===== src/include/core_params.svh =====
// architectural widths and register count macros
`ifndef CORE_PARAMS_SVH
`define CORE_PARAMS_SVH

// register and datapath width
`define XLEN 32

// program counter width, narrower than xlen
`define PC_WIDTH 16

// architectural integer registers
`define REG_COUNT 32

`endif


===== src/source/core_pkg.sv =====
// opcode, alu operation and branch condition enums, instruction views and union
package core_pkg;

    // major opcodes handled by the core
    typedef enum logic [6:0] {
        OPC_OP     = 7'b0110011,
        OPC_OP_IMM = 7'b0010011,
        OPC_BRANCH = 7'b1100011,
        OPC_JALR   = 7'b1100111
    } opcode_t;

    typedef enum logic [3:0] {
        ALU_ADD,
        ALU_SUB,
        ALU_SLL,
        ALU_SLT,
        ALU_SLTU,
        ALU_XOR,
        ALU_SRL,
        ALU_SRA,
        ALU_OR,
        ALU_AND
    } alu_op_t;

    // same encodings as the branch funct3 field
    typedef enum logic [2:0] {
        BR_EQ  = 3'b000,
        BR_NE  = 3'b001,
        BR_LT  = 3'b100,
        BR_GE  = 3'b101,
        BR_LTU = 3'b110,
        BR_GEU = 3'b111
    } branch_cond_t;

    typedef struct packed {
        logic [6:0] funct7;
        logic [4:0] rs2;
        logic [4:0] rs1;
        logic [2:0] funct3;
        logic [4:0] rd;
        opcode_t    opcode;
    } r_view_t;

    typedef struct packed {
        logic [11:0] imm;
        logic [4:0]  rs1;
        logic [2:0]  funct3;
        logic [4:0]  rd;
        opcode_t     opcode;
    } i_view_t;

    // one instruction word, two field layouts
    typedef union packed {
        r_view_t r;
        i_view_t i;
    } instr_u;

endpackage


===== src/source/decoder.sv =====
// instruction decoder, operand select and decode-to-execute stage register
`timescale 1ns/1ps
`include "core_params.svh"

module decoder import core_pkg::*; (
    input  logic                 clk_i,
    input  logic                 rst_i,
    input  logic                 instr_valid_i,
    input  instr_u               instr_i,
    input  logic [`PC_WIDTH-1:0] pc_i,
    input  logic [`XLEN-1:0]     rs1_data_i,
    input  logic [`XLEN-1:0]     rs2_data_i,
    output logic [4:0]           rs1_addr_o,
    output logic [4:0]           rs2_addr_o,
    output logic                 ex_valid_o,
    output alu_op_t              alu_op_o,
    output logic [`XLEN-1:0]     operand_a_o,
    output logic [`XLEN-1:0]     operand_b_o,
    output branch_cond_t         branch_cond_o,
    output logic                 is_branch_o,
    output logic                 is_jalr_o,
    output logic [`PC_WIDTH-1:0] branch_offset_o,
    output logic [`XLEN-1:0]     rs1_value_o,
    output logic [`XLEN-1:0]     rs2_value_o,
    output logic [`PC_WIDTH-1:0] ex_pc_o,
    output logic [4:0]           ex_rd_o,
    output logic                 ex_reg_write_o
);

    alu_op_t                alu_op_d;
    logic                   is_branch_d;
    logic                   is_jalr_d;
    logic                   use_imm;
    logic                   writes_rd;
    logic [`XLEN-1:0]       imm_i;
    logic [12:0]            b_imm;
    logic [`PC_WIDTH-1:0]   br_off;

    assign rs1_addr_o = instr_i.r.rs1; // register reads straight from the word
    assign rs2_addr_o = instr_i.r.rs2;

    assign imm_i = {{(`XLEN-12){instr_i.i.imm[11]}}, instr_i.i.imm};

    // b-type offset is scattered over the funct7 and rd slots
    assign b_imm  = {instr_i.r.funct7[6], instr_i.r.rd[0], instr_i.r.funct7[5:0],
                     instr_i.r.rd[4:1], 1'b0};
    assign br_off = {{(`PC_WIDTH-13){b_imm[12]}}, b_imm};

    always_comb begin
        alu_op_d    = ALU_ADD; // jalr and branches just use add
        is_branch_d = 1'b0;
        is_jalr_d   = 1'b0;
        use_imm     = 1'b0;
        writes_rd   = 1'b0;
        case (instr_i.r.opcode)
            OPC_OP, OPC_OP_IMM: begin
                writes_rd = 1'b1;
                use_imm   = (instr_i.r.opcode == OPC_OP_IMM);
                case (instr_i.r.funct3)
                    3'b000:  alu_op_d = (!use_imm && instr_i.r.funct7[5]) ? ALU_SUB : ALU_ADD;
                    3'b001:  alu_op_d = ALU_SLL;
                    3'b010:  alu_op_d = ALU_SLT;
                    3'b011:  alu_op_d = ALU_SLTU;
                    3'b100:  alu_op_d = ALU_XOR;
                    3'b101:  alu_op_d = instr_i.r.funct7[5] ? ALU_SRA : ALU_SRL; // srai too
                    3'b110:  alu_op_d = ALU_OR;
                    default: alu_op_d = ALU_AND;
                endcase
            end
            OPC_BRANCH: is_branch_d = 1'b1;
            OPC_JALR: begin
                is_jalr_d = 1'b1;
                use_imm   = 1'b1;
                writes_rd = 1'b1;
            end
            default: ; // unknown opcode, no write and no jump
        endcase
    end

    // decode/execute stage register
    always_ff @(posedge clk_i) begin
        if (rst_i) begin
            ex_valid_o      <= 1'b0;
            alu_op_o        <= ALU_ADD;
            operand_a_o     <= '0;
            operand_b_o     <= '0;
            branch_cond_o   <= BR_EQ;
            is_branch_o     <= 1'b0;
            is_jalr_o       <= 1'b0;
            branch_offset_o <= '0;
            rs1_value_o     <= '0;
            rs2_value_o     <= '0;
            ex_pc_o         <= '0;
            ex_rd_o         <= '0;
            ex_reg_write_o  <= 1'b0;
        end else if (instr_valid_i) begin
            ex_valid_o      <= 1'b1;
            alu_op_o        <= alu_op_d;
            operand_a_o     <= rs1_data_i;
            operand_b_o     <= use_imm ? imm_i : rs2_data_i;
            branch_cond_o   <= branch_cond_t'(instr_i.r.funct3);
            is_branch_o     <= is_branch_d;
            is_jalr_o       <= is_jalr_d;
            branch_offset_o <= br_off;
            rs1_value_o     <= rs1_data_i;
            rs2_value_o     <= rs2_data_i;
            ex_pc_o         <= pc_i;
            ex_rd_o         <= instr_i.r.rd;
            ex_reg_write_o  <= writes_rd && (instr_i.r.rd != 5'd0); // x0 never written
        end else begin
            ex_valid_o      <= 1'b0; // payload holds, only valid drops
        end
    end

endmodule


===== src/source/reg_file.sv =====
// integer register file with x0 tied to zero and write-through read bypass
`timescale 1ns/1ps
`include "core_params.svh"

module reg_file (
    input  logic             clk_i,
    input  logic             rst_i,
    input  logic [4:0]       rs1_addr_i,
    input  logic [4:0]       rs2_addr_i,
    input  logic             we_i,
    input  logic [4:0]       rd_i,
    input  logic [`XLEN-1:0] wd_i,
    output logic [`XLEN-1:0] rs1_data_o,
    output logic [`XLEN-1:0] rs2_data_o
);

    logic [`XLEN-1:0] regs [`REG_COUNT];

    always_ff @(posedge clk_i) begin
        if (rst_i) begin
            for (int k = 0; k < `REG_COUNT; k++) begin
                regs[k] <= '0;
            end
        end else if (we_i && rd_i != 5'd0) begin
            regs[rd_i] <= wd_i;
        end
    end

    // a read of the register being written sees the new value
    always_comb begin
        if (rs1_addr_i == 5'd0)
            rs1_data_o = '0;
        else if (we_i && rd_i == rs1_addr_i)
            rs1_data_o = wd_i; // bypass
        else
            rs1_data_o = regs[rs1_addr_i];
    end

    always_comb begin
        if (rs2_addr_i == 5'd0)
            rs2_data_o = '0;
        else if (we_i && rd_i == rs2_addr_i)
            rs2_data_o = wd_i;
        else
            rs2_data_o = regs[rs2_addr_i];
    end

endmodule


===== src/source/alu.sv =====
// combinational integer alu, arithmetic, logic, compare and shifts
`timescale 1ns/1ps
`include "core_params.svh"

module alu import core_pkg::*; (
    input  alu_op_t          alu_op_i,
    input  logic [`XLEN-1:0] operand_a_i,
    input  logic [`XLEN-1:0] operand_b_i,
    output logic [`XLEN-1:0] result_o
);

    logic [4:0] shamt;
    logic       lt_signed;
    logic       lt_unsigned;

    assign shamt       = operand_b_i[4:0]; // only low five bits shift
    assign lt_signed   = $signed(operand_a_i) < $signed(operand_b_i);
    assign lt_unsigned = operand_a_i < operand_b_i;

    always_comb begin
        case (alu_op_i)
            ALU_ADD:
                result_o = operand_a_i + operand_b_i;
            ALU_SUB:
                result_o = operand_a_i - operand_b_i;
            ALU_SLL:
                result_o = operand_a_i << shamt;
            ALU_SLT:
                result_o = {{(`XLEN-1){1'b0}}, lt_signed};
            ALU_SLTU:
                result_o = {{(`XLEN-1){1'b0}}, lt_unsigned};
            ALU_XOR:
                result_o = operand_a_i ^ operand_b_i;
            ALU_SRL:
                result_o = operand_a_i >> shamt;
            ALU_SRA:
                result_o = $unsigned($signed(operand_a_i) >>> shamt); // keeps the sign
            ALU_OR:
                result_o = operand_a_i | operand_b_i;
            ALU_AND:
                result_o = operand_a_i & operand_b_i;
            default:
                result_o = '0;
        endcase
    end

endmodule


===== src/source/branch_tester.sv =====
// branch condition check and branch target adder
`timescale 1ns/1ps
`include "core_params.svh"

module branch_tester import core_pkg::*; (
    input  branch_cond_t         branch_cond_i,
    input  logic [`XLEN-1:0]     rs1_value_i,
    input  logic [`XLEN-1:0]     rs2_value_i,
    input  logic [`PC_WIDTH-1:0] pc_i,
    input  logic [`PC_WIDTH-1:0] branch_offset_i,
    output logic                 taken_o,
    output logic [`PC_WIDTH-1:0] target_o
);

    logic eq;
    logic lt;
    logic ltu;

    assign eq  = rs1_value_i == rs2_value_i;
    assign lt  = $signed(rs1_value_i) < $signed(rs2_value_i);
    assign ltu = rs1_value_i < rs2_value_i;

    always_comb begin
        case (branch_cond_i)
            BR_EQ:   taken_o = eq;
            BR_NE:   taken_o = !eq;
            BR_LT:   taken_o = lt;
            BR_GE:   taken_o = !lt;
            BR_LTU:  taken_o = ltu;
            BR_GEU:  taken_o = !ltu;
            default: taken_o = 1'b0; // funct3 010/011 are not branches
        endcase
    end

    assign target_o = pc_i + branch_offset_i; // wraps at pc width

endmodule


===== src/source/writeback.sv =====
// writeback select for register write and jump, plus the output register
`timescale 1ns/1ps
`include "core_params.svh"

module writeback (
    input  logic                 clk_i,
    input  logic                 rst_i,
    input  logic                 ex_valid_i,
    input  logic                 is_branch_i,
    input  logic                 is_jalr_i,
    input  logic [4:0]           ex_rd_i,
    input  logic                 ex_reg_write_i,
    input  logic [`PC_WIDTH-1:0] ex_pc_i,
    input  logic [`XLEN-1:0]     alu_result_i,
    input  logic                 taken_i,
    input  logic [`PC_WIDTH-1:0] branch_target_i,
    output logic                 rf_we_o,
    output logic [4:0]           rf_rd_o,
    output logic [`XLEN-1:0]     rf_wd_o,
    output logic                 wb_valid_o,
    output logic                 wb_we_o,
    output logic [4:0]           wb_rd_o,
    output logic [`XLEN-1:0]     wb_data_o,
    output logic                 jump_o,
    output logic [`PC_WIDTH-1:0] jump_target_o
);

    logic [`PC_WIDTH-1:0] link_pc;
    logic                 jump_d;
    logic [`PC_WIDTH-1:0] target_d;

    assign link_pc = ex_pc_i + `PC_WIDTH'd4;

    // register file write port, same cycle as execute
    assign rf_we_o = ex_valid_i && ex_reg_write_i;
    assign rf_rd_o = ex_rd_i;
    assign rf_wd_o = is_jalr_i ? {{(`XLEN-`PC_WIDTH){1'b0}}, link_pc} : alu_result_i;

    assign jump_d   = ex_valid_i && (is_jalr_i || (is_branch_i && taken_i));
    assign target_d = is_jalr_i ? {alu_result_i[`PC_WIDTH-1:1], 1'b0} // rs1+imm, lsb cleared
                                : branch_target_i;

    always_ff @(posedge clk_i) begin
        if (rst_i) begin
            wb_valid_o    <= 1'b0;
            wb_we_o       <= 1'b0;
            wb_rd_o       <= '0;
            wb_data_o     <= '0;
            jump_o        <= 1'b0;
            jump_target_o <= '0;
        end else begin
            wb_valid_o    <= ex_valid_i; // one pulse per instruction
            wb_we_o       <= rf_we_o;
            wb_rd_o       <= rf_rd_o;
            wb_data_o     <= rf_wd_o;
            jump_o        <= jump_d;
            jump_target_o <= target_d;
        end
    end

endmodule


===== src/source/core_top.sv =====
// core top level, decoder, register file, alu, branch tester and writeback
`timescale 1ns/1ps
`include "core_params.svh"

module core_top import core_pkg::*; (
    input  logic                 clk_i,
    input  logic                 rst_i,
    input  logic                 instr_valid_i,
    input  instr_u               instr_i,
    input  logic [`PC_WIDTH-1:0] pc_i,
    output logic                 wb_valid_o,
    output logic                 wb_we_o,
    output logic [4:0]           wb_rd_o,
    output logic [`XLEN-1:0]     wb_data_o,
    output logic                 jump_o,
    output logic [`PC_WIDTH-1:0] jump_target_o
);

    // decode side
    logic [4:0]           rs1_addr;
    logic [4:0]           rs2_addr;
    logic [`XLEN-1:0]     rs1_data;
    logic [`XLEN-1:0]     rs2_data;

    // execute stage
    logic                 ex_valid;
    alu_op_t              alu_op;
    logic [`XLEN-1:0]     operand_a;
    logic [`XLEN-1:0]     operand_b;
    branch_cond_t         branch_cond;
    logic                 is_branch;
    logic                 is_jalr;
    logic [`PC_WIDTH-1:0] branch_offset;
    logic [`XLEN-1:0]     rs1_value;
    logic [`XLEN-1:0]     rs2_value;
    logic [`PC_WIDTH-1:0] ex_pc;
    logic [4:0]           ex_rd;
    logic                 ex_reg_write;

    logic [`XLEN-1:0]     alu_result;
    logic                 branch_taken;
    logic [`PC_WIDTH-1:0] branch_target;

    // register file write port
    logic                 rf_we;
    logic [4:0]           rf_rd;
    logic [`XLEN-1:0]     rf_wd;

    decoder u_decoder (
        .clk_i           (clk_i),
        .rst_i           (rst_i),
        .instr_valid_i   (instr_valid_i),
        .instr_i         (instr_i),
        .pc_i            (pc_i),
        .rs1_data_i      (rs1_data),
        .rs2_data_i      (rs2_data),
        .rs1_addr_o      (rs1_addr),
        .rs2_addr_o      (rs2_addr),
        .ex_valid_o      (ex_valid),
        .alu_op_o        (alu_op),
        .operand_a_o     (operand_a),
        .operand_b_o     (operand_b),
        .branch_cond_o   (branch_cond),
        .is_branch_o     (is_branch),
        .is_jalr_o       (is_jalr),
        .branch_offset_o (branch_offset),
        .rs1_value_o     (rs1_value),
        .rs2_value_o     (rs2_value),
        .ex_pc_o         (ex_pc),
        .ex_rd_o         (ex_rd),
        .ex_reg_write_o  (ex_reg_write)
    );

    reg_file u_reg_file (
        .clk_i      (clk_i),
        .rst_i      (rst_i),
        .rs1_addr_i (rs1_addr),
        .rs2_addr_i (rs2_addr),
        .we_i       (rf_we),
        .rd_i       (rf_rd),
        .wd_i       (rf_wd),
        .rs1_data_o (rs1_data),
        .rs2_data_o (rs2_data)
    );

    alu u_alu (
        .alu_op_i    (alu_op),
        .operand_a_i (operand_a),
        .operand_b_i (operand_b),
        .result_o    (alu_result)
    );

    branch_tester u_branch_tester (
        .branch_cond_i   (branch_cond),
        .rs1_value_i     (rs1_value),
        .rs2_value_i     (rs2_value),
        .pc_i            (ex_pc),
        .branch_offset_i (branch_offset),
        .taken_o         (branch_taken),
        .target_o        (branch_target)
    );

    writeback u_writeback (
        .clk_i           (clk_i),
        .rst_i           (rst_i),
        .ex_valid_i      (ex_valid),
        .is_branch_i     (is_branch),
        .is_jalr_i       (is_jalr),
        .ex_rd_i         (ex_rd),
        .ex_reg_write_i  (ex_reg_write),
        .ex_pc_i         (ex_pc),
        .alu_result_i    (alu_result),
        .taken_i         (branch_taken),
        .branch_target_i (branch_target),
        .rf_we_o         (rf_we),
        .rf_rd_o         (rf_rd),
        .rf_wd_o         (rf_wd),
        .wb_valid_o      (wb_valid_o),
        .wb_we_o         (wb_we_o),
        .wb_rd_o         (wb_rd_o),
        .wb_data_o       (wb_data_o),
        .jump_o          (jump_o),
        .jump_target_o   (jump_target_o)
    );

endmodule


===== config.mk =====
export PLATFORM = sky130hd
export DESIGN_NAME = core_top
export DESIGN_NICKNAME = d
export VERILOG_FILES = /design/src/source/core_pkg.sv /design/src/source/decoder.sv /design/src/source/reg_file.sv /design/src/source/alu.sv /design/src/source/branch_tester.sv /design/src/source/writeback.sv /design/src/source/core_top.sv
export VERILOG_INCLUDE_DIRS = /design/src /design/src/include
export SDC_FILE = /design/constraint.sdc
export NUM_CORES = 2
export LEC_CHECK = 0
export ABC_AREA = 1
export BUFFER_PORTS_ARGS = -buffer_cell sky130_fd_sc_hd__buf_2
export CAP_MARGIN = 40
export CELL_PAD_IN_SITES_DETAIL_PLACEMENT = 0
export CELL_PAD_IN_SITES_GLOBAL_PLACEMENT = 2
export CORE_MARGIN = 2
export CORE_UTILIZATION = 35
export CTS_BUF_LIST = sky130_fd_sc_hd__clkbuf_4 sky130_fd_sc_hd__clkbuf_8 sky130_fd_sc_hd__clkbuf_16
export DETAILED_ROUTE_END_ITERATION = 10
export PLACE_DENSITY_LB_ADDON = 0.1
export REMOVE_ABC_BUFFERS = 1
export SLEW_MARGIN = 20
export SYNTH_ARGS = -nofsm -noshare
export SYNTH_HDL_FRONTEND = slang
export SYNTH_SLANG_ARGS = --single-unit

===== constraint.sdc =====
create_clock -name clk_i -period 3.6 [get_ports clk_i]
set_input_delay 0.9 -clock clk_i [delete_from_list [all_inputs] [get_ports clk_i]]
set_output_delay 0.9 -clock clk_i [all_outputs]
set_load 0.005 [all_outputs]

### Word level (Yosys, flattened, before mapping)

Memories as Yosys holds them, arrays and structs flattened.
Index checks and enable logic that the tools add are counted.

* bits in registers: 196
* memory bits (writable): 1024
* input port bits: 51
* output and inout bits: 56
* logic and storage cells: 111
* memories: 1

Memories
* u_reg_file.regs: words 32, width 32, rd ports 2, clocked after Yosys merged registers in 0, write ports 32, RTL line reg_file.sv:17 `` logic [`XLEN-1:0] regs [`REG_COUNT]; ``

* add/sub/neg operators: 4
* $lt $le $gt $ge: 4
* equality and inequality tests: 27
* shifts and indexed selects: 3
* multiplexer cells: 26
* bitwise gates (word level): 3
* reductions and logical operators: 24

Operators with widths (count)
* 32-bit one-hot mux with 10 select lines: 1
* 32-bit 2-to-1 mux: 7
* 32-bit < comparator: 4
* 32-bit adder: 1
* 32-bit AND: 1
* 32-bit equality test: 1
* 32-bit OR: 1
* 32-bit OR reduction: 1
* 32-bit by 5-bit left shift with 32-bit output: 1
* 32-bit by 5-bit >> shifter with 32-bit output: 1
* 32-bit by 5-bit >>> shifter with 32-bit output: 1
* 32-bit subtractor: 1
* 32-bit XOR: 1
* 4-bit one-hot mux with 7 select lines: 1
* 3-bit equality test (second input constant): 7
* 16-bit adder: 1
* 16-bit by 3-bit adder with 16-bit output (second input constant): 1
* 4-bit by 3-bit equality test with 1-bit output (second input constant): 4
* 16-bit 2-to-1 mux: 1
* 7-bit equality test (second input constant): 2
* 1-bit 2-to-1 mux: 12
* 5-bit equality test: 2
* 5-bit logical NOT: 2
* 5-bit nonzero test: 2
* other kinds (18): 34

### Logic depth before layout (Yosys ltp)

* depth after elaboration: 7
* depth in mapped cells: 24
* depth with buffers taken out: 21

### By module

Synthesis repeated with hierarchy kept, for this count alone.

* cell total of the unflattened synthesis: 10895
* area total of the unflattened synthesis: 78178.7 um^2

By module, submodules not included
* reg_file: instances 1, cells an instance 7432, area each 58242.1 um^2, seq. area each 30749.5 um^2
* alu: instances 1, cells an instance 2076, area each 10088.4 um^2, seq. area each 0.0 um^2
* decoder: instances 1, cells an instance 792, area each 5763.0 um^2, seq. area each 2702.6 um^2
* writeback: instances 1, cells an instance 315, area each 2388.5 um^2, seq. area each 1121.1 um^2
* branch_tester: instances 1, cells an instance 280, area each 1696.6 um^2, seq. area each 0.0 um^2

### Least setup slack after synthesis

No wires, ideal clock.

* kind: input port to flip-flop
* start: input rst_i
* end: memory u_reg_file.regs[10][0] (netlist bit), enable pin
* library setup time: 389 ps
* arrival time: 2928 ps
* required time: 3211 ps
* path slack: 283 ps
* stages on the path: 7
* path buffers: 2
* cells stage by stage: clkbuf_1 nor2_1 nand2_1 nor3_1 nand2_1 clkbuf_1 nand2_1

RTL lines
* start, declared: RTL line core_top.sv:7 `input logic rst_i,`
* end, declared: RTL line reg_file.sv:17

==> results.cfg <==
[synthesis]
synth-edff-count = 1024
syn_area_per_cell_um2 = 7.84
synth.top_cells.by_area = sky130_fd_sc_hd__edfxtp_1 (42%), sky130_fd_sc_hd__nand3_1 (10%), sky130_fd_sc_hd__nand2_1 (9.8%)
yosysWarnings = 0
yosys-top-cells-count = sky130_fd_sc_hd__nand2_1 (1,918), sky130_fd_sc_hd__nand3_1 (1,507), sky130_fd_sc_hd__nor2_1 (1,447)
ys_seq_area_share_pct = 46.9
postSynthCellCount = 9400
yosys.cell_types.count = 69
synthArstFlopShare_pct = 0
synth.top_cell.area_share_pct = 41.7
yosys.cell_count.top_type = sky130_fd_sc_hd__nand2_1
ys_ff_latch = 1215
ys_dominant_reg_cell = sky130_fd_sc_hd__edfxtp_1
synth.cell_area_um2 = 73700
synth_top_cell_by_area = sky130_fd_sc_hd__edfxtp_1

[sta]
worst_clock_skew_on_the_final_layout_ns = 0.0671
fmaxAchievable_mhz = 287
worstMarginPinSlew_ns = 1.31
setup_total_negative_slack_ns = 0
slew-limit-headroom_pct = 12.6
timing.final.crit_share_pct = 96.8
post_layout_min_period_ns = 3.49
finalHoldWorstSlack_ns = 0.303
drv_slew = 0
final-hold-violation-count = 0
final_report_setup_violation_count = 0

[critical_path]
path_max_fanout = 17
worst_path_largest_cell_delay_ns = 0.52
worst-endpoint-arrival_ns = 4.03
crit_path_top_delay_cell = sky130_fd_sc_hd__dfxtp_1
path_common_cell = sky130_fd_sc_hd__nand2_1
worst-endpoint-required_ns = 4.14
endpoint_kind = register
critical_path_class = reg -> reg
crit_path_cell_trace = inv_1 > ha_1 > buf_4 > nand2_1 > nor2_1 > nand2_1 > nand2_1 > inv_1 > nand2_1 > nand2_1 > nand3_1 > nand2_1 > nand3b_1 > buf_4 > a21boi_4 > buf_12 > buf_12 > nor2_1
timing.critical_path.from_type = register

[global_routing]
grt_first_pass_wirelength_um = 542000
overflow = 0
grt_start_max_net_pins = 119
grt_pass1_vias = 71000
grt_usage_pct = 35.2
grt_antenna_before_repair = 20

[die]
die-area_um2 = 214000
io-pin-count = 107
start_util_pct = 35.2
chipWidth_um = 463
area_of_the_core_region_um2 = 209000
num_rows = 168
die-height_um = 463

[route]
drt-wirelength-per-cell_um = 31.0
vias_per_cell = 5.92
via_count = 74200
drt_first_pass_iters = 6
route.final.wire_length_um = 389000
drcViolationCount = 0
antenna_violating_nets_post_route = 0
drtIter0Drc = 9826

[clock_network]
clock_tree_from_tritoncts = done
cts.path.max_buffers = 3
clk-insertion-delay-late_ns = 0.85
cts_made_buffers = 152
cts_hold_repair.buffers = 0
clkSlewWorstSetupHoldPaths_ns = 0.06
h-tree-depth = 4
cts_num_sinks = 1215
cts.root.buffer_cell = sky130_fd_sc_hd__clkbuf_16

[power_and_ir_drop]
power_frac_comb_pct = 22.1
power.ir.vdd_worst_mv = 0.501
power.density_nw_per_um2 = 471
p_clk_share_pct = 38.8
total_power_uw = 41200
power_switching_share_pct = 32.1
switching_power_uw = 13200
design_internal_power_uw = 28000
share_seq_of_total_power_pct = 39.2
power_leakage_uw = 0.0344

[job]
max_cap_viol_count = 0

[outcome]
run_status = complete, no violations

[cells_and_area]
total_nets_final = 9797
layout.cell_area.non_filler_um2 = 87400
fraction_of_final_layout_cells_with_drive_strength_greater_than_1_pct = 13.4
area_growth_syn_to_layout_pct = 18.6

[place]
numPortBuffers = 106
place_area_um2 = 82100
globalplace.congestion = 0.976
dp.final_hpwl_um = 258000

[min_path]
worstHoldPathType = in -> reg
[layer usage]
metal	wire (µm)	up-vias	track usage (%)	share of wire, %
li1	-	32800	-	-
met5	59	-	0	0.015
met4	19500	8	15.9	5.0
met2	173000	4009	55.0	45
met1	162000	36600	47.7	42
met3	34100	825	5.97	8.8
[cell usage in the layout (no fill, tap or decap), types with 11 or more instances in the layout]
cell type                   synthesis  final
sky130_fd_sc_hd__o21ai_1           12     12
sky130_fd_sc_hd__clkbuf_4           0     46
sky130_fd_sc_hd__nor2_1          1447   1443
sky130_fd_sc_hd__buf_2            198     97
sky130_fd_sc_hd__nand3_1         1507   1502
sky130_fd_sc_hd__ha_1             147    141
sky130_fd_sc_hd__o2111ai_1         12     12
sky130_fd_sc_hd__a21oi_1          364    360
sky130_fd_sc_hd__o22ai_1           17     17
sky130_fd_sc_hd__clkinv_1           4     17
sky130_fd_sc_hd__o211ai_1         312    312
sky130_fd_sc_hd__buf_4             63    525
sky130_fd_sc_hd__nor2_2            32     36
sky130_fd_sc_hd__o21bai_1          14     14
sky130_fd_sc_hd__conb_1             1     32
sky130_fd_sc_hd__nand4_1           39     39
sky130_fd_sc_hd__clkinv_2           0     23
sky130_fd_sc_hd__edfxtp_1        1024   1024
sky130_fd_sc_hd__inv_2             22     21
sky130_fd_sc_hd__inv_1            579    571
sky130_fd_sc_hd__dfxtp_1          191    182
sky130_fd_sc_hd__buf_12             0    179
sky130_fd_sc_hd__clkbuf_16          0    156
sky130_fd_sc_hd__nand2_1         1918   1850
sky130_fd_sc_hd__a31oi_1          190    190
sky130_fd_sc_hd__nand3_2            7     12
sky130_fd_sc_hd__clkbuf_8           0     13
sky130_fd_sc_hd__nor3_1            52     49
sky130_fd_sc_hd__nand2_2           23     89
sky130_fd_sc_hd__o221ai_1         187    187
sky130_fd_sc_hd__and2_1            14     13
sky130_fd_sc_hd__bufinv_16          0     11
sky130_fd_sc_hd__o21ai_0          375    375
[flip-flops by register name (all words and copies together) (netlist names), 3 cells and up]
signal	count
u_reg_file.regs	1024
u_decoder.operand_a_o	32
u_decoder.operand_b_o	32
u_decoder.rs2_value_o	32
u_writeback.wb_data_o	32
u_decoder.ex_pc_o	16
u_writeback.jump_target_o	16
u_decoder.branch_offset_o	8
u_writeback.wb_rd_o	5
u_decoder.alu_op_o	4
u_decoder.ex_rd_o	4
u_decoder.branch_cond_o	3
[worst paths after layout]
kind	depth (start not counted)	slack, ns	to	from
setup / recovery	18	0.11	u_reg_file.regs[19][12]	u_decoder.operand_a_o[10]
hold reg to reg	2	0.46	u_writeback.jump_target_o[0]	u_decoder.ex_pc_o[0]
setup reg to reg	18	0.11	u_reg_file.regs[19][12]	u_decoder.operand_a_o[10]
hold / removal	3	0.30	u_decoder.ex_pc_o[15]	pc_i[15]
[worst max-delay path: cells and delay by family (launching register included)]
family          cells  cell delay [ns]
compound gates      1             0.17
fa+ha+maj           1             0.43
buf+inv             6             0.81
flops               1             0.52
simple gates       10             1.23
[power by group through the flow]
stage               logic [µW]  clock network (µW)  registers [µW]
global route              9550               16700           16200
finish                    9090               16000           16100
CTS                       8880               16100           16100
floorplan                 3710                   0           16400
detailed placement        8850                   0           16400
global placement          8850                   0           16400
[stage by stage]
step           cells  util (%)  setup WS, ns
6_report       12500      41.8         0.115
2_1_floorplan   8633         -         -7.12
5_1_grt        12500      41.8       -0.0184
3_5_place_dp   12200      39.2        -0.171
4_1_cts        12500      41.7        0.0524
3_3_place_gp   12200      39.2        -0.590
[cell type report]
type | count | area [µm²]
Clock buffer | 215 | 4430
Inverter | 607 | 2340
Timing Repair Buffer | 809 | 8120
Fill cell | 21100 | 122000
Clock inverter | 62 | 727
Tap cell | 2805 | 3510
Multi-Input combinational cell | 6811 | 33700
Sequential cell | 1215 | 34600
Antenna cell | 6 | 15.0
[logic make-up (layout without fill, tap and decap cells)]
group           after synthesis  in the layout  share of synthesized area (%)
fa+ha+maj                   150            150                           2.58
flops                      1215           1215                           46.9
simple gates               5080           5080                           29.2
xor+xnor                     11             11                          0.131
buf+inv                    1405           1693                           7.93
other cells                   1             38                        0.00509
compound gates             1538           1538                           13.2
[what timing repair did]
| item | CTS | global route |
|---|---|---|
| buffers inserted | 0 | 2 |
| resized for setup | 3 | 25 |
| setup endpoints to repair | 40 | 152 |
| pin swaps | 0 | 3 |
(Power assumes the default switching activity.)
